--- config.mk ---
export PLATFORM = sky130hd
export DESIGN_NAME = socket_rsp_route
export DESIGN_NICKNAME = d
export VERILOG_FILES = /design/src/logic/socket_pkg.sv /design/src/logic/socket_rsp_route.sv
export SDC_FILE = /design/constraint.sdc
export NUM_CORES = 1
export LEC_CHECK = 0
export BUFFER_PORTS_ARGS = -buffer_cell sky130_fd_sc_hd__buf_2
export CAP_MARGIN = 20
export CORE_MARGIN = 5
export CORE_UTILIZATION = 40
export DETAILED_ROUTE_END_ITERATION = 7
export MAX_ROUTING_LAYER = met4
export PLACE_DENSITY = 0.95
export SYNTH_ARGS = -nofsm -noshare
export SYNTH_HDL_FRONTEND = slang
export SYNTH_SLANG_ARGS = --single-unit
--- constraint.sdc ---
create_clock -name clk -period 4.5 [get_ports clk]
set_input_delay 0.225 -clock clk [delete_from_list [all_inputs] [get_ports clk]]
set_output_delay 0.225 -clock clk [all_outputs]
set_load 0.05 [all_outputs]
--- src/logic/socket_pkg.sv ---
// Shared widths, payload types and register map of the socket memory concentrator.
// Modules pull these in with a wildcard import and use scoped names in port lists.

`default_nettype none

package socket_pkg;

    localparam int ADDR_W     = 32;
    localparam int DATA_W     = 32;
    localparam int CORE_TAG_W = 4;

    typedef logic [ADDR_W-1:0]     addr_t;
    typedef logic [DATA_W-1:0]     data_t;
    typedef logic [CORE_TAG_W-1:0] core_tag_t;

    //////////////////////////////
    // config register byte offsets
    localparam addr_t REG_CORE_EN     = 32'h0;
    localparam addr_t REG_REQ_COUNT   = 32'h4;
    localparam addr_t REG_OUTSTANDING = 32'h8;

    // apb phase seen by the register block
    typedef enum logic [1:0] {
        idle,
        setup,
        access
    } apb_state_t;

endpackage

`default_nettype wire
--- src/logic/socket_rsp_route.sv ---
// Response router on the return path from memory.
// Holds one response, takes the core index from the upper tag bits and
// presents the response to that core only, with its own tag restored.

`timescale 1ns/1ps
`default_nettype none

module socket_rsp_route #(
    parameter int NUM_CORES  = 4,
    localparam int IDX_W     = (NUM_CORES > 1) ? $clog2(NUM_CORES) : 1,
    localparam int MEM_TAG_W = socket_pkg::CORE_TAG_W + IDX_W
) (
    input  wire                                    clk,
    input  wire                                    rst_n,

    input  wire                                    mem_rsp_valid,
    output logic                                   mem_rsp_ready,
    input  socket_pkg::data_t                      mem_rsp_data,
    input  wire  [MEM_TAG_W-1:0]                   mem_rsp_tag,

    output logic [NUM_CORES-1:0]                   core_rsp_valid,
    input  wire  [NUM_CORES-1:0]                   core_rsp_ready,
    output socket_pkg::data_t     [NUM_CORES-1:0]  core_rsp_data,
    output socket_pkg::core_tag_t [NUM_CORES-1:0]  core_rsp_tag,
    output logic                                   rsp_fire
);
    import socket_pkg::*;

    logic                 rsp_valid_q;
    data_t                rsp_data_q;
    logic [MEM_TAG_W-1:0] rsp_tag_q;
    logic [IDX_W-1:0]     rsp_idx;

    assign rsp_idx = rsp_tag_q[MEM_TAG_W-1 -: IDX_W];

    // one-hot valid toward the owning core, payload shared by all
    always_comb begin
        for (int i = 0; i < NUM_CORES; i++) begin
            core_rsp_valid[i] = rsp_valid_q && (int'(rsp_idx) == i);
            core_rsp_data[i]  = rsp_data_q;
            core_rsp_tag[i]   = rsp_tag_q[CORE_TAG_W-1:0];
        end
    end

    assign rsp_fire      = |(core_rsp_valid & core_rsp_ready);
    assign mem_rsp_ready = !rsp_valid_q || rsp_fire;

    always_ff @(posedge clk or negedge rst_n) begin
        if (!rst_n) begin
            rsp_valid_q <= 1'b0;
        end else if (mem_rsp_ready) begin
            rsp_valid_q <= mem_rsp_valid;
        end
    end

    always_ff @(posedge clk) begin
        if (mem_rsp_valid && mem_rsp_ready) begin
            rsp_data_q <= mem_rsp_data;
            rsp_tag_q  <= mem_rsp_tag;
        end
    end

endmodule

`default_nettype wire

==> results of run 1 <==
-- kinds of logic after synthesis --
group / count (synthesis)
buffers and inverters: 113
flip-flops: 39
AND/OR/NAND/NOR: 7
AO/OA/AOI/OAI: 2
multiplexers: 1
-- flip-flops by register name, indices dropped and copies added, names as in the netlist --
signal and count:
rsp_data_q 32, rsp_valid_q 1, rsp_tag_q 6
-- where the power goes --
part | switching [mW] | internal, mW | total, mW
clock network | 0.113 | 0.109 | 0.221
registers | 0.0201 | 0.432 | 0.452
logic | 0.379 | 0.0782 | 0.457
total | 0.511 | 0.619 | 1.13
-- layout make-up --
| type | instances | area, sq um | share of cell area, % |
|---|---|---|---|
| Multi-Input combinational cell | 10 | 78.83 | 3.280 |
| Antenna cell | 2 | 5.005 | 0.2082 |
| Sequential cell | 39 | 1166 | 48.52 |
| Tap cell | 70 | 87.58 | 3.644 |
| Timing Repair Buffer | 195 | 980.9 | 40.81 |
| Inverter | 1 | 3.754 | 0.1562 |
| Clock buffer | 7 | 76.32 | 3.175 |
| Clock inverter | 1 | 5.005 | 0.2082 |
-- worst max-delay path, stage by stage, from the launching register on --
cell	delay, ns
edfxtp_1	0.47
mux4_2	0.40
o21a_2	0.73
-- through the flow --
stage | instances | setup WS, ns | hold slack [ns] | power (mW)
after floorplan | 162 | 2.384 | -0.07059 | 0.8998
after global placement | 314 | 2.572 | 0.005620 | 0.9147
after detailed placement | 314 | 2.485 | 0.002612 | 0.9204
after CTS | 323 | 2.477 | 0.1005 | 1.144
after global routing | 325 | 2.372 | 0.08956 | 1.177
final | 325 | 2.508 | 0.1125 | 1.131
-- routing by layer --
layer | routed length (microns) | share of wire (%) | vias up
li1 | - | - | 603
met1 | 1351 | 30 | 568
met2 | 2369 | 53 | 101
met3 | 686 | 15 | 5
met4 | 61 | 1.4 | 0
met5 | 0 | 0 | -
-- cells in the mapped netlist --
| library cell | count |
|---|---|
| inv_1 | 1 |
| and3_2 | 1 |
| o21bai_1 | 1 |
| nor2_1 | 1 |
| nor3b_1 | 1 |
| mux4_2 | 1 |
| edfxtp_1 | 38 |
| nand2b_1 | 1 |
| nor3_1 | 1 |
| o21a_1 | 1 |
| dfrtp_1 | 1 |
| buf_4 | 112 |
| nand2_1 | 1 |
| and2_1 | 1 |
-- path summary, 6_finish.rpt --
kind | slack [ns] | start | endpoint
worst max-delay path | 2.51 | rsp_tag_q[4] | rsp_tag_q[3]
worst min-delay path | 0.11 | mem_rsp_data[18] | rsp_data_q[18]
worst max register to register | 2.51 | rsp_tag_q[4] | rsp_tag_q[3]
worst min register to register | 0.68 | rsp_valid_q | rsp_valid_q
max in group asynchronous | 4.18 | rst_n | rsp_valid_q
min in group asynchronous | 0.23 | rst_n | rsp_valid_q
-- repair_timing --
action | 4_1_cts | 5_1_grt
hold buffers | 1 | 0
hold endpoints to repair | 1 | 0
gates resized for setup | 0 | 0
==> impl_metrics.ini, run 1 <==
[pwr]
peakVddDrop_mv = 0.2270
p_leak_nw = 1.224
power_density_nw_per_um2 = 470.3

[setup_path]
r2r_cells = 2
cp_max_fo = 38
crit_arrival_ns = 1.90
cp-start-kind = flop
required_ns = 4.41
critical_path_class = reg2reg
cp-end-kind = flop

[place]
place_congestion = 0.7518
hpwlAfterDp_microns = 3748
numPortBuffers = 194
place_area_sq_um = 2307

[grt]
grt_use_total_pct = 11.78
grt_pass1_vias = 1120
busiest_layer = met2
antenna_found_initial = 2
grt-ovfl-total = 0
use_met2_pct = 20.51
grt_max_degree = 39
grt_use_met1_pct = 11.13
gr-usage-met3_pct = 5.640
grt_pass1_wl_microns = 5526

[synthesis]
synthDistinctLibCells = 14
ys_seq_area_share_pct = 55.84
synth_top_family_by_area = buffers and inverters
synthSimpleGateAreaFrac_pct = 1.917
synth_cells = 162
syn_area_sq_um = 2088
synth_top_area_share_pct = 54.64
muxShareOfSynthArea_pct = 1.078
ys_seq_elements = 39
synth_xor_area_share_pct = 0
post-synth-top-area-cell = edfxtp_1
syn_area_per_cell_sq_um = 12.89
synth-compound-area-share_pct = 0.7190
synth_fp_nets = 207
ys_top_cells_by_area = edfxtp_1 (55%), buf_4 (40%), dfrtp_1 (1.2%), mux4_2 (1.1%), and3_2 (0.36%)
synthAdderAreaFrac_pct = 0
yosys_warnings = 0

[final_layout]
fin_nets = 297
num-fill-cells = 469
final_common_cell = buf_2
layout_common_cells = buf_2 (194), edfxtp_1 (38), clkbuf_8 (5)
fin_util_pct = 47.36
drive_gt1_share_pct = 80.24
fin_area_sq_um = 2404
area_growth_pct = 15.10

[clock_tree]
htreeDepth = 2
clk_pin_slew_ns = 0.07
cts_tree = yes
cts-root-buf = clkbuf_8
clock-sinks = 39
clockBufferDepth = 2
cts_buffers = 5
post_cts.repair.setup_buffers = 0
insertion_delay_ns = 0.28

[sta]
slew_headroom_pct = 39.62
rsz0062_at_grt = false
fin_setup_tns_ns = 0
hold_viol_final = 0
clock_skew_ns = 0.005999
drv_slew = 0
tightest_slew_ns = 0.9057
fmax_ghz = 0.5019
setup_violations = 0
post-route-min-period_ns = 1.992
fin_crit_sh_pct = 44.27

[die]
core_area_sq_um = 5075
initial_core_util_pct = 41.15
io_pins = 195
chipHeight_microns = 82.26
die_w_microns = 82.26
rows = 26
die-area_sq_um = 6766

[outcome]
status = complete, no violations

[route]
routedWlPerCell_microns = 13.75
drt_wl_total_microns = 4469
vias = 1277
drc_errors = 0
post_drt_via_cell_ratio = 3.929
drtIter0Drc = 33
antenna_left = 0
firstDrtPassIters = 4

[worst_hold_path]
hold_path_depth = 1
min_path_type = in2reg

[flow_run]
drv_cap = 0
(Power assumes the default switching activity.)
==> run 2, diff against run 1 <==
Settings changed: ABC_AREA set to 1, CORE_UTILIZATION 40 to 37, PLACE_DENSITY 0.95 to 0.9.
Clock period 4.5 ns to 2.05 ns, I/O delays scaled along.
==> impl_metrics.ini, run 2 <==
[die]
die-area_sq_um = 7281
initial_core_util_pct = 38.13
core_area_sq_um = 5507
io_pins = 195
chipHeight_microns = 85.33
rows = 27
die_w_microns = 85.33

[sta]
slew_headroom_pct = 81.89
drv_slew = 0
post-route-min-period_ns = 1.605
timing.final.ws_setup_ns = 0.4451
tightest_slew_ns = 0.2716
fmax_ghz = 0.6231
clock_skew_ns = 0.005062
setup_violations = 0
whs_ns = 0.07437
fin_setup_tns_ns = 0
rsz0062_at_grt = false
hold_viol_final = 0
fin_crit_sh_pct = 78.29

[final_layout]
largest_reg_flops = 32
drive_gt1_share_pct = 67.88
reg_top3 = rsp_data_q x32, rsp_tag_q x6, rsp_valid_q x1
antenna_cells = 0
layout_common_cells = buf_2 (194), dlygate4sd3_1 (39), edfxtp_1 (38)
area_growth_pct = 34.21
fin_area_sq_um = 2818
final_common_cell = buf_2
largest-register = rsp_data_q
fin_nets = 346

[route]
firstDrtPassIters = 3
vias = 1455
post_drt_via_cell_ratio = 3.890
drtIter0Drc = 36
routedWlPerCell_microns = 13.45
antenna_left = 0
drc_errors = 0
drt_wl_total_microns = 5030

[place]
place_congestion = 0.7421
numPortBuffers = 194
hpwlAfterDp_microns = 3855
pre_cts_ws_ns = 0.4468
place_area_sq_um = 2346

[synthesis]
syn_area_sq_um = 2100
synth_top_area_share_pct = 54.35
synth-edff-count = 38
synth.most_common_cell = buf_4
syn_area_per_cell_sq_um = 12.28
ys_seq_elements = 39
synth_top_flop_cell = edfxtp_1
synth_fp_nets = 216
synth_cells = 171
post-synth-top-area-cell = edfxtp_1
ys_top_cells_by_count = buf_4 (112), edfxtp_1 (38), inv_1 (4), nand2_1 (4), nor3_1 (4)
ys_seq_area_share_pct = 55.54
ys_async_sr_fraction_pct = 2.564
synthDistinctLibCells = 12
ys_top_cells_by_area = edfxtp_1 (54%), buf_4 (40%), dfrtp_1 (1.2%), nor3_1 (0.95%), nand4_1 (0.89%)
yosys_warnings = 0

[clock_tree]
cts_buffers = 5
clk_pin_slew_ns = 0.07
htreeDepth = 2
cts-root-buf = clkbuf_8
insertion_delay_ns = 0.28
clockBufferDepth = 2
post_cts.repair.setup_buffers = 0
clock-sinks = 39
cts_tree = yes

[setup_path]
cp_max_fo = 20
crit_arrival_ns = 1.57
rrSetupSlack_ns = 0.45
worstReg2RegEnd = rsp_data_q[1]
timing.rr.start = rsp_tag_q[5]
cp-end-kind = flop
cp-start-kind = flop
r2r_cells = 6
required_ns = 2.01
critical_path_class = reg2reg

[worst_hold_path]
min_to = rsp_valid_q
hold_path_depth = 3
min_from = mem_rsp_valid
min_path_type = in2reg

[pwr]
fin_total_pwr_mw = 2.763
power_density_nw_per_um2 = 980.7
p_leak_nw = 1.413
peakVddDrop_mv = 0.4161

[grt]
grt_pass1_wl_microns = 7610
antenna_found_initial = 0
grt_use_total_pct = 13.61
grt_max_degree = 21
grt_pass1_vias = 1487
grt-ovfl-total = 0

[outcome]
status = complete, no violations

[flow_run]
drv_cap = 0
run 2: cell types whose count changed in the layout (fill, tap and decap cells not counted), moves of 2 or more:
cell	before	now
nand2_1	1	4
dlygate4sd3_1	1	39
inv_1	1	4
nand4_1	0	3
nor3_1	1	4
buf_4	0	2
diode_2	2	0
run 2: layout make-up:
class                   count  area [sq um]
fillers                   491          2689
repair buffers            235          1376
flip-flops and latches     39          1166
well taps                  72         90.09
multi-input cells          15         85.08
clock buffers               7         76.32
inverters                   5         18.77
clock inverters             1         5.005
run 2: kinds of logic (layout without fill, tap and decap cells):
| group | count (synthesis) | count (layout) | synth area share (%) |
|---|---|---|---|
| simple gates | 14 | 14 | 3.277 |
| compound gates | 1 | 1 | 0.2382 |
| flops | 39 | 39 | 55.54 |
| buf+inv | 117 | 248 | 40.94 |
run 2: worst max path at each step:
stage	from	endpoint	slack [ns]
2_1_floorplan	rsp_tag_q[4]	rsp_data_q[0]	0.22
3_3_place_gp	rsp_tag_q[4]	rsp_data_q[29]	0.57
3_5_place_dp	rsp_tag_q[5]	rsp_data_q[0]	0.45
4_1_cts	rsp_tag_q[5]	rsp_data_q[29]	0.44
5_1_grt	rsp_tag_q[5]	mem_rsp_ready	0.31
6_report	rsp_tag_q[5]	rsp_data_q[1]	0.45
run 2: per-layer routing:
| layer | track usage, % | wire length, microns |
|---|---|---|
| met5 | - | 0 |
| met4 | 5.180 | 105 |
| met3 | 3.786 | 562 |
| met2 | 25.00 | 2806 |
| met1 | 13.51 | 1556 |
run 2: worst max-delay path, stage by stage (launching register included):
cell and delay (ns):
edfxtp_1 0.48, inv_1 0.13, nand4_1 0.09, nand2_1 0.10, nor2_2 0.06, a21oi_4 0.13
buf_4 0.29
run 2: stage by stage:
stage	cells	utilization, %
floorplan	171	-
global placement	327	42.60
detailed placement	327	42.60
CTS	374	51.17
global route	374	51.17
finish	374	51.17
run 2: what timing repair did:
item	CTS	global route
hold buffers	39	0
gates resized for setup	0	0
hold endpoints to repair	39	0
run 2: power by group:
| group | internal, mW | switching (mW) | leakage, nW |
|---|---|---|---|
| Sequential | 0.965 | 0.0596 | 0.367 |
| Combinational | 0.250 | 1.01 | 1.00 |
| Clock | 0.239 | 0.239 | 0.0422 |
==> run 3, diff against run 2 <==
Clock period 2.05 ns to 1.6 ns, I/O delays scaled along.
==> impl_metrics.ini, run 3 (synthesis gave the netlist of run 2 again) <==
[outcome]
status = complete, no violations

[pwr]
peakVddDrop_mv = 0.6038
p_leak_nw = 1.473
power_density_nw_per_um2 = 1229
fin_total_pwr_mw = 3.644

[clock_tree]
clock-sinks = 39
cts_buffers = 5
clockBufferDepth = 2
insertion_delay_ns = 0.28
cts_tree = yes
htreeDepth = 2
cts-root-buf = clkbuf_8
clk_pin_slew_ns = 0.07

[sta]
rsz0062_at_grt = true
hold_viol_final = 0
slew_headroom_pct = 81.77
post-route-min-period_ns = 1.568
whs_ns = 0.05246
setup_violations = 0
fmax_ghz = 0.6379
fin_crit_sh_pct = 97.98
tightest_slew_ns = 0.2735
clock_skew_ns = 0.006082
drv_slew = 0

[route]
drtIter0Drc = 25
drt_wl_total_microns = 5408
vias = 1544
post_drt_via_cell_ratio = 4.042
firstDrtPassIters = 3
antenna_left = 0
drc_errors = 0
routedWlPerCell_microns = 14.16

[setup_path]
cp-start-kind = flop
r2r_cells = 7
critPathSlowestCell = edfxtp_1
crit_arrival_ns = 1.56
cp-end-kind = flop
crit_chain = inv_2, nand4_1, nand2_1, nor2_4, a21oi_4, buf_12, clkbuf_16
required_ns = 1.60
cp_slowest_stage_delay_ns = 0.48
critical_path_class = reg2reg
cp_max_fo = 9

[worst_hold_path]
hold_path_depth = 3
min_path_type = in2reg

[final_layout]
fin_nets = 353
reg_top3 = rsp_data_q x32, rsp_tag_q x6, rsp_valid_q x1
largest-register = rsp_data_q
fin_area_sq_um = 2964
multi_input_area_sq_um = 92.59
final_common_cell = buf_2
num-fill-cells = 481
area_growth_pct = 41.18
fin_util_pct = 53.83
largest_reg_flops = 32
register_area_sq_um = 1166
drive_gt1_share_pct = 69.26
layout_common_cells = buf_2 (191), dlygate4sd3_1 (39), edfxtp_1 (38)

[place]
numPortBuffers = 194
place_area_sq_um = 2371
hpwlAfterDp_microns = 3955
place_congestion = 0.7470

[die]
die-area_sq_um = 7281
core_area_sq_um = 5507
die_w_microns = 85.33
rows = 27
io_pins = 195
initial_core_util_pct = 38.13
chipHeight_microns = 85.33

[grt]
grt_pass1_vias = 1539
grt-ovfl-total = 0
grt_use_total_pct = 13.90
grt_max_degree = 20
antenna_found_initial = 1
grt_pass1_wl_microns = 7686

[flow_run]
drv_cap = 0
## run 3: cell count changes in the layout (fill, tap and decap cells not counted), moves of 2 or more
cell,change
clkbuf_16,+2
buf_12,+3
buf_2,-3
buf_4,+2
clkbuf_4,+2
## run 3: repair_timing
| action | 4_1_cts | 5_1_grt |
|---|---|---|
| setup endpoints to repair | 1 | 40 |
| cloned | 0 | 2 |
| endpoints found under the hold margin | 39 | 0 |
| buffers inserted | 2 | 3 |
| hold buffers | 39 | 0 |
| resized for setup | 0 | 8 |
| pin swaps | 0 | 1 |
## run 3: final cells by class
class                   count  area share [%]
repair buffers            242           51.03
clock buffers               7           2.575
flip-flops and latches     39           39.34
clock inverters             1          0.1688
inverters                   5          0.6332
well taps                  72           3.039
multi-input cells          15           3.124
diodes                      1         0.08442
## run 3: per-stage QoR
stage               worst slack (ns)  instances  TNS, ns
CTS                          0.01192        376        0
global placement              0.1415        327        0
floorplan                    -0.2273        171   -8.957
finish                       0.03226        382        0
global route                -0.04080        382   -1.093
detailed placement           0.03666        327        0
## run 3: worst paths after layout
path / start / end / slack (ns)
max: rsp_tag_q[5] / rsp_data_q[5] / 0.03
min: mem_rsp_valid / rsp_valid_q / 0.05
max reg2reg: rsp_tag_q[5] / rsp_data_q[5] / 0.03
min reg2reg: rsp_valid_q / rsp_valid_q / 0.73
max in group asynchronous: rst_n / rsp_valid_q / 1.43
min in group asynchronous: rst_n / rsp_valid_q / 0.09
## run 3: critical path, delay by kind of cell, from the launching register on
family / cells / cell delay (ns)
buffers and inverters: 3 / 0.41
DFF: 1 / 0.48
and+or+nand+nor: 3 / 0.25
AOI/OAI and AO/OA: 1 / 0.13
## run 3: report_power, final
part | internal, mW | switching (mW)
logic | 0.398 | 1.32
clock network | 0.305 | 0.304
registers | 1.24 | 0.0774
## run 3: routing by layer
metal	global-route usage (%)	part of all wire (%)	vias to the layer above	wire (microns)
met2	26.84	56	105	3009
met3	3.981	11	10	618
met5	-	0	-	0
met4	5.324	2.0	0	109
li1	-	-	721	-
met1	12.60	31	708	1671
