--- src/logic/socket_pkg.sv ---
// Shared widths, payload types and register map of the socket memory concentrator.
// Modules pull these in with a wildcard import and use scoped names in port lists.

`default_nettype none

package socket_pkg;

    localparam int ADDR_W     = 32;
    localparam int DATA_W     = 32;
    localparam int CORE_TAG_W = 4;

    typedef logic [ADDR_W-1:0]     addr_t;
    typedef logic [DATA_W-1:0]     data_t;
    typedef logic [CORE_TAG_W-1:0] core_tag_t;

    //////////////////////////////
    // config register byte offsets
    localparam addr_t REG_CORE_EN     = 32'h0;
    localparam addr_t REG_REQ_COUNT   = 32'h4;
    localparam addr_t REG_OUTSTANDING = 32'h8;

    // apb phase seen by the register block
    typedef enum logic [1:0] {
        idle,
        setup,
        access
    } apb_state_t;

endpackage

`default_nettype wire
--- src/logic/socket_req_buf.sv ---
// Two-entry elastic buffer between the arbiter and the memory request port.
// The core index is prepended to the core tag on entry; one request per
// cycle passes through as long as memory keeps accepting.

`timescale 1ns/1ps
`default_nettype none

module socket_req_buf #(
    parameter int NUM_CORES  = 4,
    localparam int IDX_W     = (NUM_CORES > 1) ? $clog2(NUM_CORES) : 1,
    localparam int MEM_TAG_W = socket_pkg::CORE_TAG_W + IDX_W
) (
    input  wire                          clk,
    input  wire                          rst_n,

    input  wire                          arb_valid,
    output logic                         buf_ready,
    input  wire                          arb_write,
    input  socket_pkg::addr_t            arb_addr,
    input  socket_pkg::data_t            arb_data,
    input  socket_pkg::core_tag_t        arb_tag,
    input  wire  [IDX_W-1:0]             arb_index,

    output logic                         mem_req_valid,
    input  wire                          mem_req_ready,
    output logic                         mem_req_write,
    output socket_pkg::addr_t            mem_req_addr,
    output socket_pkg::data_t            mem_req_data,
    output logic [MEM_TAG_W-1:0]         mem_req_tag,
    output logic                         req_fire
);
    import socket_pkg::*;

    logic                 ent_write [2];
    addr_t                ent_addr  [2];
    data_t                ent_data  [2];
    logic [MEM_TAG_W-1:0] ent_tag   [2];

    logic       wr_ptr;
    logic       rd_ptr;
    logic [1:0] count;
    logic       push;
    logic       pop;

    assign buf_ready = (count != 2'd2);
    assign push      = arb_valid && buf_ready;
    assign pop       = mem_req_valid && mem_req_ready;
    assign req_fire  = pop;

    // payload storage
    always_ff @(posedge clk) begin
        if (push) begin
            ent_write[wr_ptr] <= arb_write;
            ent_addr[wr_ptr]  <= arb_addr;
            ent_data[wr_ptr]  <= arb_data;
            ent_tag[wr_ptr]   <= {arb_index, arb_tag};
        end
    end

    always_ff @(posedge clk or negedge rst_n) begin
        if (!rst_n) begin
            wr_ptr <= 1'b0;
            rd_ptr <= 1'b0;
            count  <= 2'd0;
        end else begin
            if (push) wr_ptr <= !wr_ptr;
            if (pop)  rd_ptr <= !rd_ptr;
            count <= count + {1'b0, push} - {1'b0, pop};
        end
    end

    // head entry drives the memory port
    assign mem_req_valid = (count != 2'd0);
    assign mem_req_write = ent_write[rd_ptr];
    assign mem_req_addr  = ent_addr[rd_ptr];
    assign mem_req_data  = ent_data[rd_ptr];
    assign mem_req_tag   = ent_tag[rd_ptr];

endmodule

`default_nettype wire

--- config.mk ---
export PLATFORM = sky130hd
export DESIGN_NAME = socket_req_buf
export DESIGN_NICKNAME = d
export VERILOG_FILES = /design/src/logic/socket_pkg.sv /design/src/logic/socket_req_buf.sv
export SDC_FILE = /design/constraint.sdc
export NUM_CORES = 1
export LEC_CHECK = 0
export BUFFER_PORTS_ARGS = -buffer_cell sky130_fd_sc_hd__buf_2
export CELL_PAD_IN_SITES_DETAIL_PLACEMENT = 1
export CELL_PAD_IN_SITES_GLOBAL_PLACEMENT = 2
export CORE_AREA = 2 2 118 120
export CTS_CLUSTER_DIAMETER = 50
export DETAILED_ROUTE_END_ITERATION = 12
export DIE_AREA = 0 0 120 122
export GPL_TIMING_DRIVEN = 0
export HOLD_SLACK_MARGIN = 0.1
export PLACE_DENSITY = 0.85
export SYNTH_ARGS = -nofsm -noshare
export SYNTH_HDL_FRONTEND = slang
export SYNTH_SLANG_ARGS = --single-unit
--- constraint.sdc ---
create_clock -name clk -period 10.1 [get_ports clk]
set_clock_uncertainty 0.2 [all_clocks]
set_input_delay 0.505 -clock clk [delete_from_list [all_inputs] [get_ports clk]]
set_output_delay 0.505 -clock clk [all_outputs]
set_load 0.03 [all_outputs]
==> flow_summary.yaml, run 1 <==
status:
  status: "finished, final reports clean"
sta:
  final_max_slew_viol_count: 0
  maxSlewHeadroom_pct: 48.7
  hold_viol_final: 0
  rsz0062_at_grt: "false"
  holdWs_ps: 234
  period_share_pct: 24.4
  tightest_slew_ps: 767
  setup_viol: 0
  fmax_mhz: 405
  final.setup.tns_ps: 0
  period_minus_slack_ps: 2470
finish:
  antenna_cells: 0
  fin_util_pct: 57.1
  finalNonFillerCells: 678
  syn2layout_area_growth_pct: 44.2
  fill_cells: 1273
  layout-drive-gt1-share_pct: 52.6
  nets: 561
synth:
  syn_nets: 319
  ys_types: 20
  yosys.area_share.simple_pct: 1.22
  synth_top_family_by_area: "multiplexers"
  synth_edf_count: 142
  synth_fa_ha_area_share_pct: 0.234
  avgSynthCellArea_um2: 22.0
  synth_compound_area_share_pct: 0.444
  ys_top_cells_by_count: "edfxtp_1 (142), mux2_2 (71), buf_4 (7)"
  synthCells: 243
  synth_area_um2: 5350
  async_reset_ff_share_pct: 2.74
  synth_area_leaders: "edfxtp_1 (80%), mux2_2 (15%), dfrtp_1 (1.9%), buf_4 (0.98%), xnor2_1 (0.33%)"
  ys_ff_latch: 146
  synth_top_area_share_pct: 79.7
  synthMuxAreaShare_pct: 14.9
  yosys_warnings: 0
  ys.flop_type: "edfxtp_1"
  synthMostInstantiatedCell: "edfxtp_1"
  synth_xor_area_share_pct: 0.491
  synth_top_area_cell: "edfxtp_1"
  synth_seq_area_share_pct: 81.6
worst_setup_path:
  rrSetupSlack_ps: 7740
  crit_type: "register to output pin"
  crit_fanout: 10
  critPathCaptureType: "output pin"
  crit_path_start_kind: "register"
  critPathRequiredTime_ps: 9400
  cp.arrival_ps: 1760
  worst-r2r-cell-count: 5
die:
  rows: 43
  die_h_um: 122
  boundaryPins: 149
  die_w_um: 120
  core_area_um2: 13500
  start_util_pct: 39.6
  dieArea_um2: 14600
power_and_ir_drop:
  p_per_area_nw_per_um2: 302
  p_clk_share_pct: 27.3
  p_seq_share_pct: 37.1
  p_leak_nw: 2.94
  p_switching_mw: 0.786
  swShare_pct: 33.8
  p_int_mw: 1.54
  pwr-share-comb_pct: 35.7
  peakVddDrop_v: 0.000141
place:
  dp_hpwl_um: 6830
  dp_cells: 574
  gp_congestion: 0.708
  portBuffers: 148
routing:
  top_layer: "met4"
  wl_per_cell_um: 16.5
  met1_length_um: 4390
  dr_wl_met2_um: 5970
  drt-total-wl_um: 11200
  drt_pass1_iterations: 4
  via_per_inst: 4.59
  dr.first_iter.drc_count: 136
  met3_length_um: 576
  route.detailed.drc: 0
  ant_nets: 0
  vias: 3110
clock_network:
  clock-sinks: 146
  numCtsBuffers: 17
  cts_root_buf: "clkbuf_16"
  cts_tree: "yes"
  clk_pin_slew_ps: 60
  h-tree-depth: 4
  cts_setup_buffers: 0
  clockBufferDepth: 2
  clkLatencyLatePin_ps: 410
grt:
  grt_max_degree: 48
  antenna_found_initial: 0
  grt_pass1_vias: 3380
  gr-total-overflow: 0
  grt_use_total_pct: 15.9
  grt_first_pass_wirelength_um: 17100
flow_run:
  drv_cap: 0
worst_hold_path:
  worst_hold_path_type: "primary input to async pin"
## critical path, stage by stage (launching register included)
cell and delay [ps]:
dfrtp_1 320, buf_2 230, buf_4 260, mux2_2 350, buf_2 190
## area by class of cell
cell class	instances	area [um^2]	share of cell area (%)
clock buffers	20	437	5.66
clock inverters	12	164	2.12
flip-flops and latches	146	4360	56.6
well taps	180	225	2.92
multi-input cells	89	938	12.2
repair buffers	223	1530	19.8
plain buffers	8	57.6	0.746
## through the flow
stage	total power, mW	area (um^2)	setup WS [ps]
floorplan	1.45	5350	5560
global placement	1.67	6310	3940
detailed placement	1.69	6390	7650
CTS	2.36	7710	7570
global route	2.43	7710	7480
finish	2.33	7710	7630
## layout by cell type (no fill, tap or decap)
| cell | Yosys | layout |
|---|---|---|
| edfxtp_1 | 142 | 142 |
| o21ai_0 | 1 | 1 |
| nand2_1 | 1 | 1 |
| and2_4 | 1 | 1 |
| clkinv_2 | 0 | 4 |
| clkinv_4 | 0 | 1 |
| a311oi_1 | 1 | 1 |
| o21ba_2 | 1 | 1 |
| nor4bb_1 | 1 | 1 |
| mux2_2 | 71 | 71 |
| xor2_1 | 1 | 1 |
| clkinv_1 | 0 | 2 |
| or2_2 | 1 | 1 |
| nand2b_1 | 1 | 1 |
| bufinv_16 | 0 | 4 |
| clkinvlp_4 | 0 | 1 |
| buf_12 | 0 | 2 |
| clkbuf_16 | 0 | 17 |
| and3_4 | 0 | 1 |
| nand3_1 | 1 | 1 |
| ha_1 | 1 | 1 |
| nor2b_1 | 1 | 1 |
| xnor2_1 | 2 | 2 |
| buf_2 | 1 | 149 |
| buf_16 | 0 | 1 |
| dfrtp_1 | 4 | 4 |
| dlygate4sd3_1 | 0 | 72 |
| nor2_4 | 0 | 1 |
| clkbuf_1 | 0 | 3 |
| buf_4 | 7 | 7 |
| nor2_1 | 3 | 2 |
## power by group through the flow
| stage | logic, mW | registers [mW] | clock network [mW] |
|---|---|---|---|
| 5_1_grt | 0.883 | 0.877 | 0.675 |
| 4_1_cts | 0.844 | 0.864 | 0.650 |
| 6_report | 0.830 | 0.863 | 0.635 |
| 3_5_place_dp | 0.816 | 0.876 | 0 |
| 2_1_floorplan | 0.583 | 0.871 | 0 |
| 3_3_place_gp | 0.787 | 0.882 | 0 |
## cells by family after synthesis
kind of cell,Yosys count
flip-flops,146
AND/OR/NAND/NOR,11
buffers and inverters,8
multiplexers,71
XOR/XNOR,3
adder cells (fa/ha/maj),1
AO/OA/AOI/OAI,3
## worst paths after layout
path	from	endpoint
worst max-delay path	rd_ptr	mem_req_addr[30]
worst min-delay path	rst_n	count[1]
worst max register to register	count[0]	ent_data[0][28]
worst min register to register	wr_ptr	wr_ptr
max in group asynchronous	rst_n	wr_ptr
min in group clk	mem_req_ready	rd_ptr
## timing repair
item / in CTS / in global routing
resized for setup: 0 / 0
hold buffers: 72 / 0
endpoints found under the setup margin: 0 / 0
hold endpoints to repair: 146 / 0
## registers in the layout, indices dropped and copies added (netlist names)
signal and count:
ent_data 64, ent_write 2, ent_tag 12, rd_ptr 1
count 2, ent_addr 64, wr_ptr 1
## per-layer routing
| metal | vias to the layer above | global-route usage [%] |
|---|---|---|
| li1 | 1450 | - |
| met1 | 1537 | 17.1 |
| met2 | 104 | 28.2 |
| met3 | 19 | 4.92 |
| met4 | 0 | 7.87 |
| met5 | - | 0 |
(Power assumes the default switching activity.)
==> run 2: changes to the inputs <==
CORE_AREA = 2 2 129 131   (was 2 2 118 120)
DIE_AREA = 0 0 131 133   (was 0 0 120 122)
PLACE_DENSITY = 0.76   (was 0.85)
clock period = 2.1 ns   (was 10.1 ns; I/O delays follow)
==> flow_summary.yaml, run 2 (same netlist as run 1, synthesis figures left out) <==
status:
  status: "finished, final reports clean"
sta:
  period_minus_slack_ps: 1990
  holdWs_ps: 219
  final_max_slew_viol_count: 0
  maxSlewHeadroom_pct: 42.6
  hold_viol_final: 0
  rsz0062_at_grt: "true"
  tightest_slew_ps: 860
  fmax_mhz: 502
  setup_viol: 0
  fin_ws_ps: 106
  period_share_pct: 94.9
worst_setup_path:
  critPathMaxStageDelay_ps: 360
  critPathCaptureType: "output pin"
  path_common_cell: "buf_4"
  path_delay_family: "buffers and inverters"
  path_cells: "buf_4 -> buf_4 -> mux2_2 -> buf_2"
  crit_buf_inv: 3
  crit_type: "register to output pin"
  critPathRequiredTime_ps: 1790
  crit_path_start_kind: "register"
  slowest_stage: "mux2_2"
  cp.arrival_ps: 1690
  crit_fanout: 10
clock_network:
  numCtsBuffers: 17
  clock-sinks: 146
  cts_root_buf: "clkbuf_16"
  cts_tree: "yes"
  h-tree-depth: 4
  clkLatencyLatePin_ps: 410
  cts_setup_buffers: 0
  clk_pin_slew_ps: 60
  clockBufferDepth: 2
routing:
  wl_per_cell_um: 16.4
  drt_pass1_iterations: 4
  route.detailed.drc: 0
  drt-total-wl_um: 11800
  via_per_inst: 4.37
  vias: 3152
  dr.first_iter.drc_count: 101
  ant_nets: 0
grt:
  grt_first_pass_wirelength_um: 18400
  grt_use_total_pct: 14.2
  antenna_found_initial: 0
  grt_pass1_vias: 3549
  grt_max_degree: 59
  gr-total-overflow: 0
finish:
  syn2layout_area_growth_pct: 47.2
  largestRegisters: "ent_addr x64, ent_data x64, ent_tag x12"
  nets: 565
  final_cell_mix: "buf_2 (148), edfxtp_1 (142), dlygate4sd3_1 (75), mux2_2 (71), clkbuf_16 (17)"
  antenna_cells: 0
  fin_util_pct: 48.7
  final_cell_area_um2: 7870
  layout_commonest_cell: "buf_2"
  fill_cells: 1555
  layout-drive-gt1-share_pct: 53.4
  finalNonFillerCells: 722
die:
  dieArea_um2: 17400
  die_w_um: 131
  boundaryPins: 149
  start_util_pct: 33.1
  core_area_um2: 16200
  die_h_um: 133
  rows: 47
place:
  portBuffers: 148
  gp_congestion: 0.679
  dpl_cell_area_um2: 6470
  dp_cells: 614
  place_ws_ps: -200
  dp_hpwl_um: 7180
power_and_ir_drop:
  p_per_area_nw_per_um2: 1460
  p_leak_nw: 2.99
  peakVddDrop_v: 0.000675
worst_hold_path:
  worst_hold_path_type: "primary input to register"
flow_run:
  drv_cap: 0
## run 2: cell count changes in the layout (fill, tap and decap cells not counted), moves of 2 or more
cell | before | now
buf_12 | 2 | 0
dlygate4sd3_1 | 72 | 75
clkbuf_1 | 3 | 0
buf_16 | 1 | 3
## run 2: final cells by class
type / count / area [um^2] / share of cell area [%]
plain buffers: 8 / 60.1 / 0.763
clock buffers: 17 / 425 / 5.40
clock inverters: 15 / 214 / 2.72
multi-input cells: 90 / 960 / 12.2
flip-flops and latches: 146 / 4360 / 55.4
well taps: 220 / 275 / 3.50
repair buffers: 226 / 1570 / 20.0
## run 2: worst paths after layout
path	from	endpoint	slack, ps	depth (start not counted)
max in group asynchronous	rst_n	count[1]	1090	3
worst min-delay path	arb_data[11]	ent_data[1][11]	220	2
min in group asynchronous	rst_n	wr_ptr	420	3
worst max-delay path	rd_ptr	mem_req_tag[3]	110	4
worst max register to register	count[0]	ent_data[0][1]	130	4
worst min register to register	wr_ptr	wr_ptr	420	1
## run 2: worst register-to-register path, delay by kind of cell (launching register included)
family,cells,cell delay [ps]
flip-flops,1,420
AND/OR/NAND/NOR,3,770
buffers and inverters,1,260
## run 2: layer usage
metal,share of wire (%),vias up,global-route usage (%)
met3,5.7,21,4.41
met1,40,1564,16.1
met5,0,-,0
li1,-,1462,-
met4,2.1,0,6.62
met2,52,105,24.0
## run 2: through the flow
stage	setup TNS, ps	power [mW]
floorplan	-25620	7.00
finish	0	11.5
global route	-63.1	12.1
global placement	-98330	8.05
CTS	0	11.7
detailed placement	-8910	8.25
## run 2: timing repair
item / CTS / global route
resized for setup: 1 / 0
hold buffers: 75 / 0
cloned: 1 / 0
hold endpoints to repair: 175 / 0
endpoints found under the setup margin: 137 / 12
pin swaps: 1 / 0
## run 2: power by group
group	internal [mW]	switching, mW
Sequential	3.98	0.172
Combinational	1.51	2.60
Clock	2.10	1.16
==> run 3: changes to the inputs <==
CELL_PAD_IN_SITES_DETAIL_PLACEMENT = default   (was 1)
CELL_PAD_IN_SITES_GLOBAL_PLACEMENT = default   (was 2)
CORE_AREA = 2 2 108 110   (was 2 2 129 131)
CTS_BUF_LIST = sky130_fd_sc_hd__clkbuf_8   (was default)
DIE_AREA = 0 0 110 112   (was 0 0 131 133)
PLACE_DENSITY = 0.79   (was 0.76)
SLEW_MARGIN = 20   (was default)
==> flow_summary.yaml, run 3 (same netlist as run 1, synthesis figures left out) <==
place:
  portBuffers: 148
  gp_congestion: 0.707
  dp_hpwl_um: 6230
  dpl_cell_area_um2: 6390
worst_setup_path:
  crit_path_start_kind: "register"
  rrSetupSlack_ps: 140
  crit_buf_inv: 3
  crit_fanout: 10
  endpoint: "mem_req_data[8]"
  worst-r2r-cell-count: 3
  slowest_stage: "mux2_2"
  cp.arrival_ps: 1680
  critPathCaptureType: "output pin"
  cp.depth: 4
  critPathMaxStageDelay_ps: 360
  path_cells: "buf_4 -> buf_4 -> mux2_2 -> buf_2"
  reg2reg_from: "count[1]"
  path_common_cell: "buf_4"
  path_delay_family: "buffers and inverters"
  crit_start: "rd_ptr"
  r2r-end: "ent_data[1][31]"
  critPathRequiredTime_ps: 1790
  crit_type: "register to output pin"
finish:
  final_cell_mix: "buf_2 (148), edfxtp_1 (142), dlygate4sd3_1 (75), mux2_2 (71), clkbuf_8 (17)"
  layout_commonest_cell: "buf_2"
  final_cell_area_um2: 7570
  nets: 565
  syn2layout_area_growth_pct: 41.5
  largestRegisters: "ent_addr x64, ent_data x64, ent_tag x12"
  layout-drive-gt1-share_pct: 53.4
  fin_util_pct: 67.7
  antenna_cells: 0
sta:
  setup_viol: 0
  fmax_mhz: 503
  period_minus_slack_ps: 1990
  hold_viol_final: 0
  final.setup.tns_ps: 0
  rsz0062_at_grt: "false"
  final_max_slew_viol_count: 0
  maxSlewHeadroom_pct: 64.9
  holdWs_ps: 202
  period_share_pct: 94.7
  tightest_slew_ps: 526
die:
  start_util_pct: 47.9
  die_h_um: 112
  die_w_um: 110
  core_area_um2: 11200
  rows: 39
  dieArea_um2: 12300
  boundaryPins: 149
power_and_ir_drop:
  peakVddDrop_v: 0.000977
  p_per_area_nw_per_um2: 1380
  p_leak_nw: 2.88
  p_total_mw: 10.5
clock_network:
  clk_pin_slew_ps: 80
  numCtsBuffers: 17
  h-tree-depth: 4
  clock-sinks: 146
  cts_root_buf: "clkbuf_8"
  cts_setup_buffers: 0
  clkLatencyLatePin_ps: 420
  cts_tree: "yes"
  clockBufferDepth: 2
flow_run:
  drv_cap: 0
worst_hold_path:
  worst_hold_path_type: "primary input to register"
grt:
  antenna_found_initial: 0
  grt_first_pass_wirelength_um: 15600
  grt_pass1_vias: 3322
  gr-total-overflow: 0
  grt_max_degree: 37
  grt_use_total_pct: 17.1
routing:
  wl_per_cell_um: 15.6
  route.detailed.drc: 0
  via_per_inst: 4.75
  vias: 3062
  drt_pass1_iterations: 5
  dr.first_iter.drc_count: 110
  drt-total-wl_um: 10100
  ant_nets: 0
status:
  status: "finished, final reports clean"
==> run 3: where the power goes <==
| group | internal [mW] | switching [mW] |
|---|---|---|
| sequential | 3.98 | 0.173 |
| combinational | 1.52 | 2.50 |
| clock | 1.28 | 1.01 |
| total | 6.78 | 3.69 |
==> run 3: cell type report <==
type	count	area [um^2]
Tap cell	143	179
Timing Repair Buffer	227	1590
Fill cell	773	3610
Multi-Input combinational cell	89	953
Buffer	8	60.1
Sequential cell	146	4370
Clock buffer	17	234
Clock inverter	15	190
==> run 3: worst min-delay path by stage <==
stage	start	endpoint	slack [ps]	depth (start not counted)
after detailed placement	rst_n	rd_ptr	-280	1
after global placement	rst_n	count[0]	-280	1
final	arb_data[11]	ent_data[1][11]	200	2
after CTS	arb_addr[27]	ent_addr[0][27]	170	2
after global routing	arb_data[27]	ent_data[1][27]	170	2
after floorplan	rst_n	count[0]	-390	0
==> run 3: metal layers <==
| metal | up-vias | track usage [%] | wire (um) |
|---|---|---|---|
| met5 | - | 0 | 0 |
| met4 | 0 | 8.19 | 233 |
| met3 | 19 | 5.50 | 599 |
| met2 | 102 | 29.4 | 5370 |
| met1 | 1481 | 18.8 | 3850 |
| li1 | 1460 | - | - |
==> run 3: what timing repair did <==
| item | CTS | global route |
|---|---|---|
| hold buffers | 75 | 0 |
| setup endpoints to repair | 69 | 37 |
| endpoints found under the hold margin | 161 | 0 |
| pin swaps | 0 | 1 |
| gates resized for setup | 1 | 1 |
==> run 3: per-stage QoR <==
stage / cells / setup WS (ps)
finish: 645 / 111
floorplan: 243 / -260
global placement: 534 / -732
CTS: 645 / 63.4
global route: 645 / 4.43
detailed placement: 538 / 93.0
==> run 3: worst reg2reg max path: cells and delay by family (launching register included) <==
family	cells	cell delay (ps)
buf+inv	1	290
flops	1	460
simple gates	2	670
