File: src/logic/socket_pkg.sv
// Shared widths, payload types and register map of the socket memory concentrator.
// Modules pull these in with a wildcard import and use scoped names in port lists.

`default_nettype none

package socket_pkg;

    localparam int ADDR_W     = 32;
    localparam int DATA_W     = 32;
    localparam int CORE_TAG_W = 4;

    typedef logic [ADDR_W-1:0]     addr_t;
    typedef logic [DATA_W-1:0]     data_t;
    typedef logic [CORE_TAG_W-1:0] core_tag_t;

    //////////////////////////////
    // config register byte offsets
    localparam addr_t REG_CORE_EN     = 32'h0;
    localparam addr_t REG_REQ_COUNT   = 32'h4;
    localparam addr_t REG_OUTSTANDING = 32'h8;

    // apb phase seen by the register block
    typedef enum logic [1:0] {
        idle,
        setup,
        access
    } apb_state_t;

endpackage

`default_nettype wire
File: src/logic/socket_dcr_regs.sv
// Device configuration registers on an APB slave port.
// Holds the per-core enable mask, a count of memory requests sent and the
// number of requests still waiting for a response; busy follows the latter.

`timescale 1ns/1ps
`default_nettype none

module socket_dcr_regs #(
    parameter int NUM_CORES = 4
) (
    input  wire                    clk,
    input  wire                    rst_n,

    input  socket_pkg::addr_t      paddr,
    input  wire                    psel,
    input  wire                    penable,
    input  wire                    pwrite,
    input  socket_pkg::data_t      pwdata,
    output socket_pkg::data_t      prdata,
    output logic                   pready,
    output logic                   pslverr,

    input  wire                    req_fire,
    input  wire                    rsp_fire,
    output logic [NUM_CORES-1:0]   core_en,
    output logic                   busy
);
    import socket_pkg::*;

    apb_state_t apb_state;
    logic       access_cyc;
    logic       addr_hit;
    logic       wr_en;
    data_t      req_count;
    data_t      outstanding;

    //////////////////////////////
    // apb phase tracking
    always_ff @(posedge clk or negedge rst_n) begin
        if (!rst_n) begin
            apb_state <= idle;
        end else begin
            case (apb_state)
                setup:   apb_state <= (psel && penable) ? access : idle;
                default: apb_state <= (psel && !penable) ? setup : idle;
            endcase
        end
    end

    assign access_cyc = psel && penable && (apb_state == setup);
    assign addr_hit   = (paddr == REG_CORE_EN) || (paddr == REG_REQ_COUNT)
                     || (paddr == REG_OUTSTANDING);
    assign wr_en      = access_cyc && pwrite;

    // no wait states
    assign pready  = 1'b1;
    assign pslverr = access_cyc && !addr_hit;

    always_comb begin
        prdata = '0;
        case (paddr)
            REG_CORE_EN:     prdata = data_t'(core_en);
            REG_REQ_COUNT:   prdata = req_count;
            REG_OUTSTANDING: prdata = outstanding;
            default:         prdata = '0;
        endcase
    end

    //////////////////////////////
    // registers
    always_ff @(posedge clk or negedge rst_n) begin
        if (!rst_n) begin
            core_en     <= '1;
            req_count   <= '0;
            outstanding <= '0;
        end else begin
            if (wr_en && paddr == REG_CORE_EN) begin
                core_en <= pwdata[NUM_CORES-1:0];
            end
            // a clear in the same cycle as a transfer keeps that transfer
            if (wr_en && paddr == REG_REQ_COUNT) begin
                req_count <= data_t'(req_fire);
            end else if (req_fire) begin
                req_count <= req_count + 1'b1;
            end
            case ({req_fire, rsp_fire})
                2'b10:   outstanding <= outstanding + 1'b1;
                2'b01:   outstanding <= outstanding - 1'b1;
                default: outstanding <= outstanding;
            endcase
        end
    end

    assign busy = (outstanding != '0);

endmodule

`default_nettype wire

File: config.mk
export PLATFORM = sky130hd
export DESIGN_NAME = socket_dcr_regs
export DESIGN_NICKNAME = d
export VERILOG_FILES = /design/src/logic/socket_pkg.sv /design/src/logic/socket_dcr_regs.sv
export SDC_FILE = /design/constraint.sdc
export NUM_CORES = 1
export LEC_CHECK = 0
export BUFFER_PORTS_ARGS = -buffer_cell sky130_fd_sc_hd__buf_2
export CELL_PAD_IN_SITES_DETAIL_PLACEMENT = 2
export CELL_PAD_IN_SITES_GLOBAL_PLACEMENT = 2
export CORE_MARGIN = 1.5
export CORE_UTILIZATION = 33
export DETAILED_ROUTE_END_ITERATION = 7
export PLACE_DENSITY = 0.79
export RECOVER_POWER = 25
export SLEW_MARGIN = 15
export SYNTH_ARGS = -nofsm -noshare
export SYNTH_HDL_FRONTEND = slang
export SYNTH_SLANG_ARGS = --single-unit
File: constraint.sdc
create_clock -name clk -period 3.8 [get_ports clk]
set_input_delay 0.76 -clock clk [delete_from_list [all_inputs] [get_ports clk]]
set_output_delay 0.76 -clock clk [all_outputs]
set_load 0.1 [all_outputs]
==> run_summary.xml, run 1 <==
<?xml version="1.0" encoding="UTF-8"?>
<metrics>
  <group name="critical_path">
    <metric name="arrival" unit="ns">2.77</metric>
    <metric name="path_delay_family" unit="">simple AND/OR/NAND/NOR gates</metric>
    <metric name="r2r_cells" unit="">9</metric>
    <metric name="worstSetupEndpointType" unit="">output pin</metric>
    <metric name="timing.rr.end" unit="">outstanding[30]$_DFFE_PN0P_</metric>
    <metric name="setup.worst_path.start" unit="">paddr[1]</metric>
    <metric name="cp_slowest_stage_delay" unit="ns">0.41</metric>
    <metric name="critical_path.cell_chain" unit="">buf_2 &gt; nor4_1 &gt; nand4_1 &gt; nor2_1 &gt; and3b_1 &gt; buf_4 &gt; a222oi_1 &gt; inv_1 &gt; buf_12</metric>
    <metric name="maximum_fanout_along_the_worst_path" unit="">32</metric>
    <metric name="depth_of_the_critical_timing_path_with_buffers_and_inverters_included" unit="">9</metric>
    <metric name="crit_type" unit="">in -&gt; out</metric>
    <metric name="critPathBufInv" unit="">4</metric>
    <metric name="critPathSlowestCell" unit="">nor4_1</metric>
    <metric name="timing.critical_path.required" unit="ns">3.04</metric>
    <metric name="ff2ff_setup_slack" unit="ns">0.85</metric>
    <metric name="r2r_start" unit="">outstanding[1]$_DFFE_PN0P_</metric>
    <metric name="setup.worst_path.end" unit="">prdata[2]</metric>
    <metric name="start_kind" unit="">input port</metric>
  </group>
  <group name="detailed_routing">
    <metric name="detailroute.via_count" unit="">6081</metric>
    <metric name="first_pass_iters" unit="">5</metric>
    <metric name="antenna_left" unit="">0</metric>
    <metric name="wl_per_cell" unit="µm">23.8</metric>
    <metric name="detailedRoute.firstIterationViolations" unit="">274</metric>
    <metric name="routed_wirelength" unit="µm">23700</metric>
    <metric name="drcViolationCount" unit="">0</metric>
    <metric name="drt-vias-per-instance" unit="">6.11</metric>
  </group>
  <group name="cells_and_area">
    <metric name="most-common-layout-cells" unit="">nor2_1, dfrtp_1, o21ai_0, buf_2, xnor2_1</metric>
    <metric name="insertedDiodeCount" unit="">0</metric>
    <metric name="area.growth.synth_to_final" unit="%">24.1</metric>
    <metric name="final_common_cell" unit="">nor2_1</metric>
    <metric name="final-instance-count-excl-fill" unit="">996</metric>
    <metric name="fraction_of_layout_cells_with_a_size_suffix_above_1" unit="">0.188</metric>
    <metric name="n_fill_cell" unit="">1964</metric>
    <metric name="fin_area" unit="µm²">7170</metric>
    <metric name="design.final.nets" unit="">841</metric>
  </group>
  <group name="run_status">
    <metric name="status" unit="">finished, violations left</metric>
    <metric name="violations_in_the_final_reports" unit="">max-capacitance violations, max-slew violations</metric>
  </group>
  <group name="cts">
    <metric name="clk_pin_slew_worst_paths" unit="ns">0.07</metric>
    <metric name="cts_sinks" unit="">70</metric>
    <metric name="clock-root-buffer" unit="">clkbuf_16</metric>
    <metric name="numCtsBuffers" unit="">9</metric>
    <metric name="cts_buffer_depth" unit="">2</metric>
    <metric name="post_cts_resized" unit="">0</metric>
    <metric name="clk-insertion-delay-late" unit="ns">0.35</metric>
    <metric name="htree_num_levels" unit="">3</metric>
    <metric name="cts_tree" unit="">done</metric>
    <metric name="postCtsHoldBufs" unit="">0</metric>
    <metric name="postCtsSetupRepairBufs" unit="">0</metric>
  </group>
  <group name="placement">
    <metric name="dp_worst_setup_slack" unit="ns">0.232</metric>
    <metric name="placed_cell_area" unit="µm²">6900</metric>
    <metric name="hpwlAfterDp" unit="µm">16500</metric>
    <metric name="placedCellCount" unit="">980</metric>
    <metric name="port-buffer-count" unit="">80</metric>
    <metric name="routability_congestion_estimate_from_global_placement" unit="">0.847</metric>
  </group>
  <group name="logic_synthesis">
    <metric name="ys_flop_type" unit="">dfrtp_1</metric>
    <metric name="syn-instance-count" unit="">722</metric>
    <metric name="number_of_distinct_library_cell_variants_in_the_gate_level_netlist_after_synthesis" unit="">75</metric>
    <metric name="synth_area_per_cell" unit="µm²">8.00</metric>
    <metric name="post_syn_nets" unit="">797</metric>
    <metric name="yosys_register_bits" unit="">70</metric>
    <metric name="synth.yosys.warnings" unit="">0</metric>
    <metric name="postSynth.asyncResetShare" unit="">1.00</metric>
    <metric name="synth_enable_flop_cells" unit="">0</metric>
    <metric name="synth.cell_area" unit="µm²">5780</metric>
    <metric name="synth_seq_area_share" unit="">0.304</metric>
  </group>
  <group name="job">
    <metric name="drv.max_cap_violation_count" unit="">1</metric>
  </group>
  <group name="floorplan">
    <metric name="std_cell_rows" unit="">48</metric>
    <metric name="dieArea" unit="µm²">18300</metric>
    <metric name="die_x" unit="µm">135</metric>
    <metric name="design.portCount" unit="">110</metric>
    <metric name="die_h" unit="µm">135</metric>
    <metric name="initial_util" unit="">0.336</metric>
    <metric name="core_region_area" unit="µm²">17200</metric>
  </group>
  <group name="global_routing">
    <metric name="groute.layer.met3.usage" unit="">0.0359</metric>
    <metric name="first_global_vias" unit="">6756</metric>
    <metric name="grt_start_max_net_pins" unit="">75</metric>
    <metric name="grt_antenna_before_repair" unit="">0</metric>
    <metric name="grt_remaining_overflow" unit="">0</metric>
    <metric name="globalRouteTotalUtil" unit="">0.266</metric>
    <metric name="grt_use_met2" unit="">0.462</metric>
    <metric name="global_route.usage.met1" unit="">0.339</metric>
    <metric name="first_pass_grt_wire_length" unit="µm">38000</metric>
    <metric name="global_route.peak_usage_layer" unit="">met2</metric>
  </group>
  <group name="sta">
    <metric name="timing.final.crit_share" unit="">0.928</metric>
    <metric name="hold_ws" unit="ns">0.582</metric>
    <metric name="fin_skew" unit="ns">0.0173</metric>
    <metric name="timing.fmax" unit="GHz">0.284</metric>
    <metric name="grt_setup_unrepaired" unit="">no</metric>
    <metric name="final_setup_fails" unit="">0</metric>
    <metric name="setup_ws" unit="ns">0.274</metric>
    <metric name="layout_min_cycle_time" unit="ns">3.53</metric>
    <metric name="maxSlewHeadroom" unit="">-0.323</metric>
    <metric name="timing_max_transition_violations_final" unit="">71</metric>
    <metric name="worst_slew_pin_slew" unit="ns">1.98</metric>
    <metric name="hold_violations" unit="">0</metric>
  </group>
  <group name="power">
    <metric name="total_power" unit="mW">3.75</metric>
    <metric name="power-per-cell-area" unit="nW/µm²">524</metric>
    <metric name="worst_ir_drop_vdd" unit="V">0.000214</metric>
    <metric name="cellLeakagePower" unit="nW">2.84</metric>
  </group>
  <group name="hold_path">
    <metric name="hp-class" unit="">reg -&gt; reg</metric>
  </group>
</metrics>
==> sequential cells by signal, indices dropped and copies added (netlist names) <==
register / flops
apb_state: 2
core_en: 4
outstanding: 32
req_count: 32
==> cell type report <==
| type | count | area (µm²) | share of cell area |
|---|---|---|---|
| clock inverters | 6 | 45.0 | 0.00628 |
| repair buffers | 98 | 1030 | 0.143 |
| inverters | 15 | 68.8 | 0.00960 |
| multi-input cells | 572 | 3760 | 0.525 |
| flip-flops and latches | 70 | 1760 | 0.245 |
| clock buffers | 10 | 229 | 0.0319 |
| well taps | 225 | 282 | 0.0393 |
==> worst min-delay path by stage <==
stage / to / startpoint / cells after the start / slack (ns)
3_3_place_gp: req_count[31]$_DFFE_PN0P_ / req_count[31]$_DFFE_PN0P_ / 2 / 0.54
2_1_floorplan: apb_state[0]$_DFF_PN0_ / rst_n / 0 / 0.46
5_1_grt: apb_state[0]$_DFF_PN0_ / apb_state[0]$_DFF_PN0_ / 2 / 0.62
6_report: apb_state[0]$_DFF_PN0_ / apb_state[0]$_DFF_PN0_ / 2 / 0.58
3_5_place_dp: req_count[31]$_DFFE_PN0P_ / req_count[31]$_DFFE_PN0P_ / 2 / 0.56
4_1_cts: apb_state[0]$_DFF_PN0_ / penable / 2 / 0.57
==> cells in the mapped netlist, types with 8 or more instances <==
master     n  area share
a21oi_1   20       0.017
a22o_1    31       0.047
a32oi_1   10       0.015
and3_1    16       0.017
buf_2      8      0.0069
clkbuf_1  51       0.033
dfrtp_1   66        0.29
inv_1     14      0.0091
mux2i_1   11       0.019
nand2_1   34       0.022
nand3_1   26       0.023
nand4_1   11       0.012
nor2_1    86       0.056
nor2b_1    9      0.0097
nor3_1    30       0.026
nor4_1    17       0.018
o21a_1     9       0.012
o21ai_0   62       0.054
o31a_1    10       0.015
xnor2_1   36       0.055
xor2_1    21       0.032
==> where the power goes <==
group	internal (mW)	switching, mW	total [mW]
Combinational	0.557	0.701	1.26
Sequential	0.942	0.716	1.66
Clock	0.447	0.392	0.839
==> metrics by stage <==
step	TNS, ns	utilization
floorplan	-0.128	-
global placement	0	0.402
detailed placement	0	0.402
CTS	0	0.418
global route	0	0.417
finish	0	0.417
==> kinds of logic after synthesis <==
logic type / Yosys count / share of synthesized area
buf+inv: 80 / 0.0556
other cells: 1 / 0.000649
simple gates: 282 / 0.255
flops: 70 / 0.304
mux: 18 / 0.0333
fa+ha+maj: 4 / 0.00866
compound gates: 210 / 0.256
xor+xnor: 57 / 0.0864
==> worst min-delay path: stages (launching register included) <==
cell	delay (ns)
dfrtp_1	0.32
nor2b_1	0.16
nor3b_1	0.07
==> layer usage <==
layer / wire length (µm) / part of all wire
met1: 10300 / 0.43
met2: 12000 / 0.51
met3: 767 / 0.032
met4: 602 / 0.025
met5: 0 / 0
Power figures use the tool's default switching activity.
==> inputs of run 2 (changes only) <==
Settings changed: RECOVER_POWER 25 to not set.
Clock period 3.8 ns to 3.28 ns, I/O delays scaled along.
==> run 2 against run 1 <==
Net effect:
- the run now ends clean
- utilization up 2.3 points
- via count rose by 1.2%
- first-iteration DRC count is 4.7% higher
- cell count rose by 3.4%
- critical path depth decreased by 1
- register-to-register slack worse by 0.49 ns
- worst setup slack worse by 0.13 ns
- sequential power about the same
- hold slack worse by 0.11 ns
- clock-buffer cell count is the same
- cell area is 5.4% higher
==> run_summary.xml, run 2 (synthesized netlist as in run 1, its figures left out) <==
<?xml version="1.0" encoding="UTF-8"?>
<metrics>
  <group name="global_routing">
    <metric name="globalRouteTotalUtil" unit="">0.275</metric>
    <metric name="grt_start_max_net_pins" unit="">71</metric>
    <metric name="global_route.usage.met1" unit="">0.353</metric>
    <metric name="first_pass_grt_wire_length" unit="µm">39100</metric>
    <metric name="grt_remaining_overflow" unit="">0</metric>
    <metric name="grt_antenna_before_repair" unit="">0</metric>
    <metric name="groute.layer.met3.usage" unit="">0.0311</metric>
    <metric name="first_global_vias" unit="">6885</metric>
    <metric name="grt_use_met2" unit="">0.477</metric>
    <metric name="global_route.peak_usage_layer" unit="">met2</metric>
  </group>
  <group name="cells_and_area">
    <metric name="fin_area" unit="µm²">7560</metric>
    <metric name="area.growth.synth_to_final" unit="%">30.8</metric>
    <metric name="biggestRegsByFlops" unit="">outstanding (32), req_count (32), core_en (4)</metric>
    <metric name="multiInputGateArea" unit="µm²">3850</metric>
    <metric name="final_common_cell" unit="">nor2_1</metric>
    <metric name="design.final.nets" unit="">875</metric>
    <metric name="n_fill_cell" unit="">1929</metric>
    <metric name="final_core_util" unit="">0.440</metric>
    <metric name="fraction_of_layout_cells_with_a_size_suffix_above_1" unit="">0.267</metric>
    <metric name="insertedDiodeCount" unit="">0</metric>
    <metric name="most-common-layout-cells" unit="">nor2_1, dfrtp_1, o21ai_0, buf_4, buf_2</metric>
    <metric name="final-instance-count-excl-fill" unit="">1030</metric>
    <metric name="area.sequential" unit="µm²">1760</metric>
  </group>
  <group name="sta">
    <metric name="grt_setup_unrepaired" unit="">no</metric>
    <metric name="hold_violations" unit="">0</metric>
    <metric name="timing.fmax" unit="GHz">0.319</metric>
    <metric name="fin_skew" unit="ns">0.00956</metric>
    <metric name="hold_ws" unit="ns">0.470</metric>
    <metric name="aggregate_negative_setup_slack" unit="ns">0</metric>
    <metric name="final_setup_fails" unit="">0</metric>
    <metric name="timing_max_transition_violations_final" unit="">0</metric>
    <metric name="worst_slew_pin_slew" unit="ns">1.02</metric>
    <metric name="setup_ws" unit="ns">0.144</metric>
    <metric name="layout_min_cycle_time" unit="ns">3.14</metric>
    <metric name="maxSlewHeadroom" unit="">0.318</metric>
    <metric name="timing.final.crit_share" unit="">0.956</metric>
  </group>
  <group name="detailed_routing">
    <metric name="first_pass_iters" unit="">5</metric>
    <metric name="routed_wirelength" unit="µm">24400</metric>
    <metric name="antenna_left" unit="">0</metric>
    <metric name="drt-vias-per-instance" unit="">5.97</metric>
    <metric name="drcViolationCount" unit="">0</metric>
    <metric name="wl_per_cell" unit="µm">23.7</metric>
    <metric name="detailroute.via_count" unit="">6152</metric>
    <metric name="detailedRoute.firstIterationViolations" unit="">287</metric>
  </group>
  <group name="floorplan">
    <metric name="dieArea" unit="µm²">18300</metric>
    <metric name="core_region_area" unit="µm²">17200</metric>
    <metric name="design.portCount" unit="">110</metric>
    <metric name="std_cell_rows" unit="">48</metric>
    <metric name="initial_util" unit="">0.336</metric>
    <metric name="die_h" unit="µm">135</metric>
    <metric name="die_x" unit="µm">135</metric>
  </group>
  <group name="placement">
    <metric name="placedCellCount" unit="">1014</metric>
    <metric name="dp_worst_setup_slack" unit="ns">-0.0897</metric>
    <metric name="port-buffer-count" unit="">80</metric>
    <metric name="hpwlAfterDp" unit="µm">17300</metric>
    <metric name="placed_cell_area" unit="µm²">7260</metric>
    <metric name="routability_congestion_estimate_from_global_placement" unit="">0.838</metric>
  </group>
  <group name="cts">
    <metric name="clk_pin_slew_worst_paths" unit="ns">0.06</metric>
    <metric name="postCtsSetupRepairBufs" unit="">0</metric>
    <metric name="cts_buffer_depth" unit="">2</metric>
    <metric name="postCtsHoldBufs" unit="">0</metric>
    <metric name="numCtsBuffers" unit="">9</metric>
    <metric name="post_cts_resized" unit="">0</metric>
    <metric name="cts_tree" unit="">done</metric>
    <metric name="cts_sinks" unit="">70</metric>
    <metric name="clk-insertion-delay-late" unit="ns">0.35</metric>
    <metric name="htree_num_levels" unit="">3</metric>
    <metric name="clock-root-buffer" unit="">clkbuf_16</metric>
  </group>
  <group name="critical_path">
    <metric name="maximum_fanout_along_the_worst_path" unit="">28</metric>
    <metric name="arrival" unit="ns">2.48</metric>
    <metric name="timing.critical_path.required" unit="ns">2.62</metric>
    <metric name="depth_of_the_critical_timing_path_with_buffers_and_inverters_included" unit="">8</metric>
    <metric name="critPathSlowestCell" unit="">and3b_1</metric>
    <metric name="worstSetupEndpointType" unit="">output pin</metric>
    <metric name="critical_path.cell_chain" unit="">buf_2 &gt; nor4_1 &gt; nand4_1 &gt; nor2_1 &gt; and3b_1 &gt; buf_12 &gt; a22o_2 &gt; buf_12</metric>
    <metric name="cp_slowest_stage_delay" unit="ns">0.34</metric>
    <metric name="crit_type" unit="">in -&gt; out</metric>
    <metric name="start_kind" unit="">input port</metric>
    <metric name="critPathBufInv" unit="">3</metric>
    <metric name="timing.critical_path.mode_cell" unit="">buf_12</metric>
    <metric name="path_delay_family" unit="">simple AND/OR/NAND/NOR gates</metric>
    <metric name="r2r_cells" unit="">10</metric>
  </group>
  <group name="power">
    <metric name="cellLeakagePower" unit="nW">3.05</metric>
    <metric name="worst_ir_drop_vdd" unit="V">0.000459</metric>
    <metric name="power-per-cell-area" unit="nW/µm²">611</metric>
    <metric name="total_power" unit="mW">4.61</metric>
  </group>
  <group name="hold_path">
    <metric name="hp-class" unit="">in -&gt; async</metric>
  </group>
  <group name="run_status">
    <metric name="status" unit="">finished clean</metric>
  </group>
  <group name="job">
    <metric name="drv.max_cap_violation_count" unit="">0</metric>
  </group>
</metrics>
-- run 2: cell types whose count changed in the layout (fill, tap and decap cells not counted), moves of 2 or more --
cell,change
inv_1,-2
o31ai_4,+2
a22o_2,+28
clkinvlp_4,-3
buf_4,+33
inv_6,-2
o21ai_0,-2
o21ai_2,+2
buf_12,+2
inv_2,+2
clkinv_4,+2
o31ai_1,-2
a22o_1,-28
clkinv_2,+2
-- run 2: layout make-up --
cell class | instances | share of cell area
Multi-Input combinational cell | 572 | 0.509
Sequential cell | 70 | 0.232
Timing Repair Buffer | 132 | 0.173
Tap cell | 225 | 0.0372
Clock buffer | 10 | 0.0303
Inverter | 15 | 0.00910
Clock inverter | 6 | 0.00828
-- run 2: power by group --
group | internal, mW | total [mW] | switching (mW)
Sequential | 1.10 | 1.68 | 0.587
Clock | 0.589 | 1.02 | 0.429
Combinational | 0.786 | 1.91 | 1.13
-- run 2: worst paths after layout --
path | slack [ns] | to | from
max in group asynchronous | 2.14 | req_count[15]$_DFFE_PN0P_ | rst_n
worst max-delay path | 0.14 | prdata[15] | paddr[25]
worst min-delay path | 0.47 | outstanding[3]$_DFFE_PN0P_ | rst_n
min in group clk | 0.48 | apb_state[0]$_DFF_PN0_ | penable
worst max register to register | 0.36 | outstanding[18]$_DFFE_PN0P_ | outstanding[1]$_DFFE_PN0P_
worst min register to register | 0.59 | req_count[17]$_DFFE_PN0P_ | req_count[17]$_DFFE_PN0P_
-- run 2: worst register-to-register path: stages (launching register included) --
cell and delay [ns]:
dfrtp_1 0.56, xor2_1 0.20, ha_2 0.23, nor3b_2 0.19, o21ai_2 0.11, a2111oi_2 0.48
o211ai_1 0.22, buf_4 0.20, a31oi_1 0.24, mux2i_1 0.26, xnor2_1 0.15
-- run 2: metal layers --
layer  up-vias  share of wire
met5         -              0
met4         0          0.024
met3        39          0.029
met2       124           0.50
met1      3173           0.45
li1       2816              -
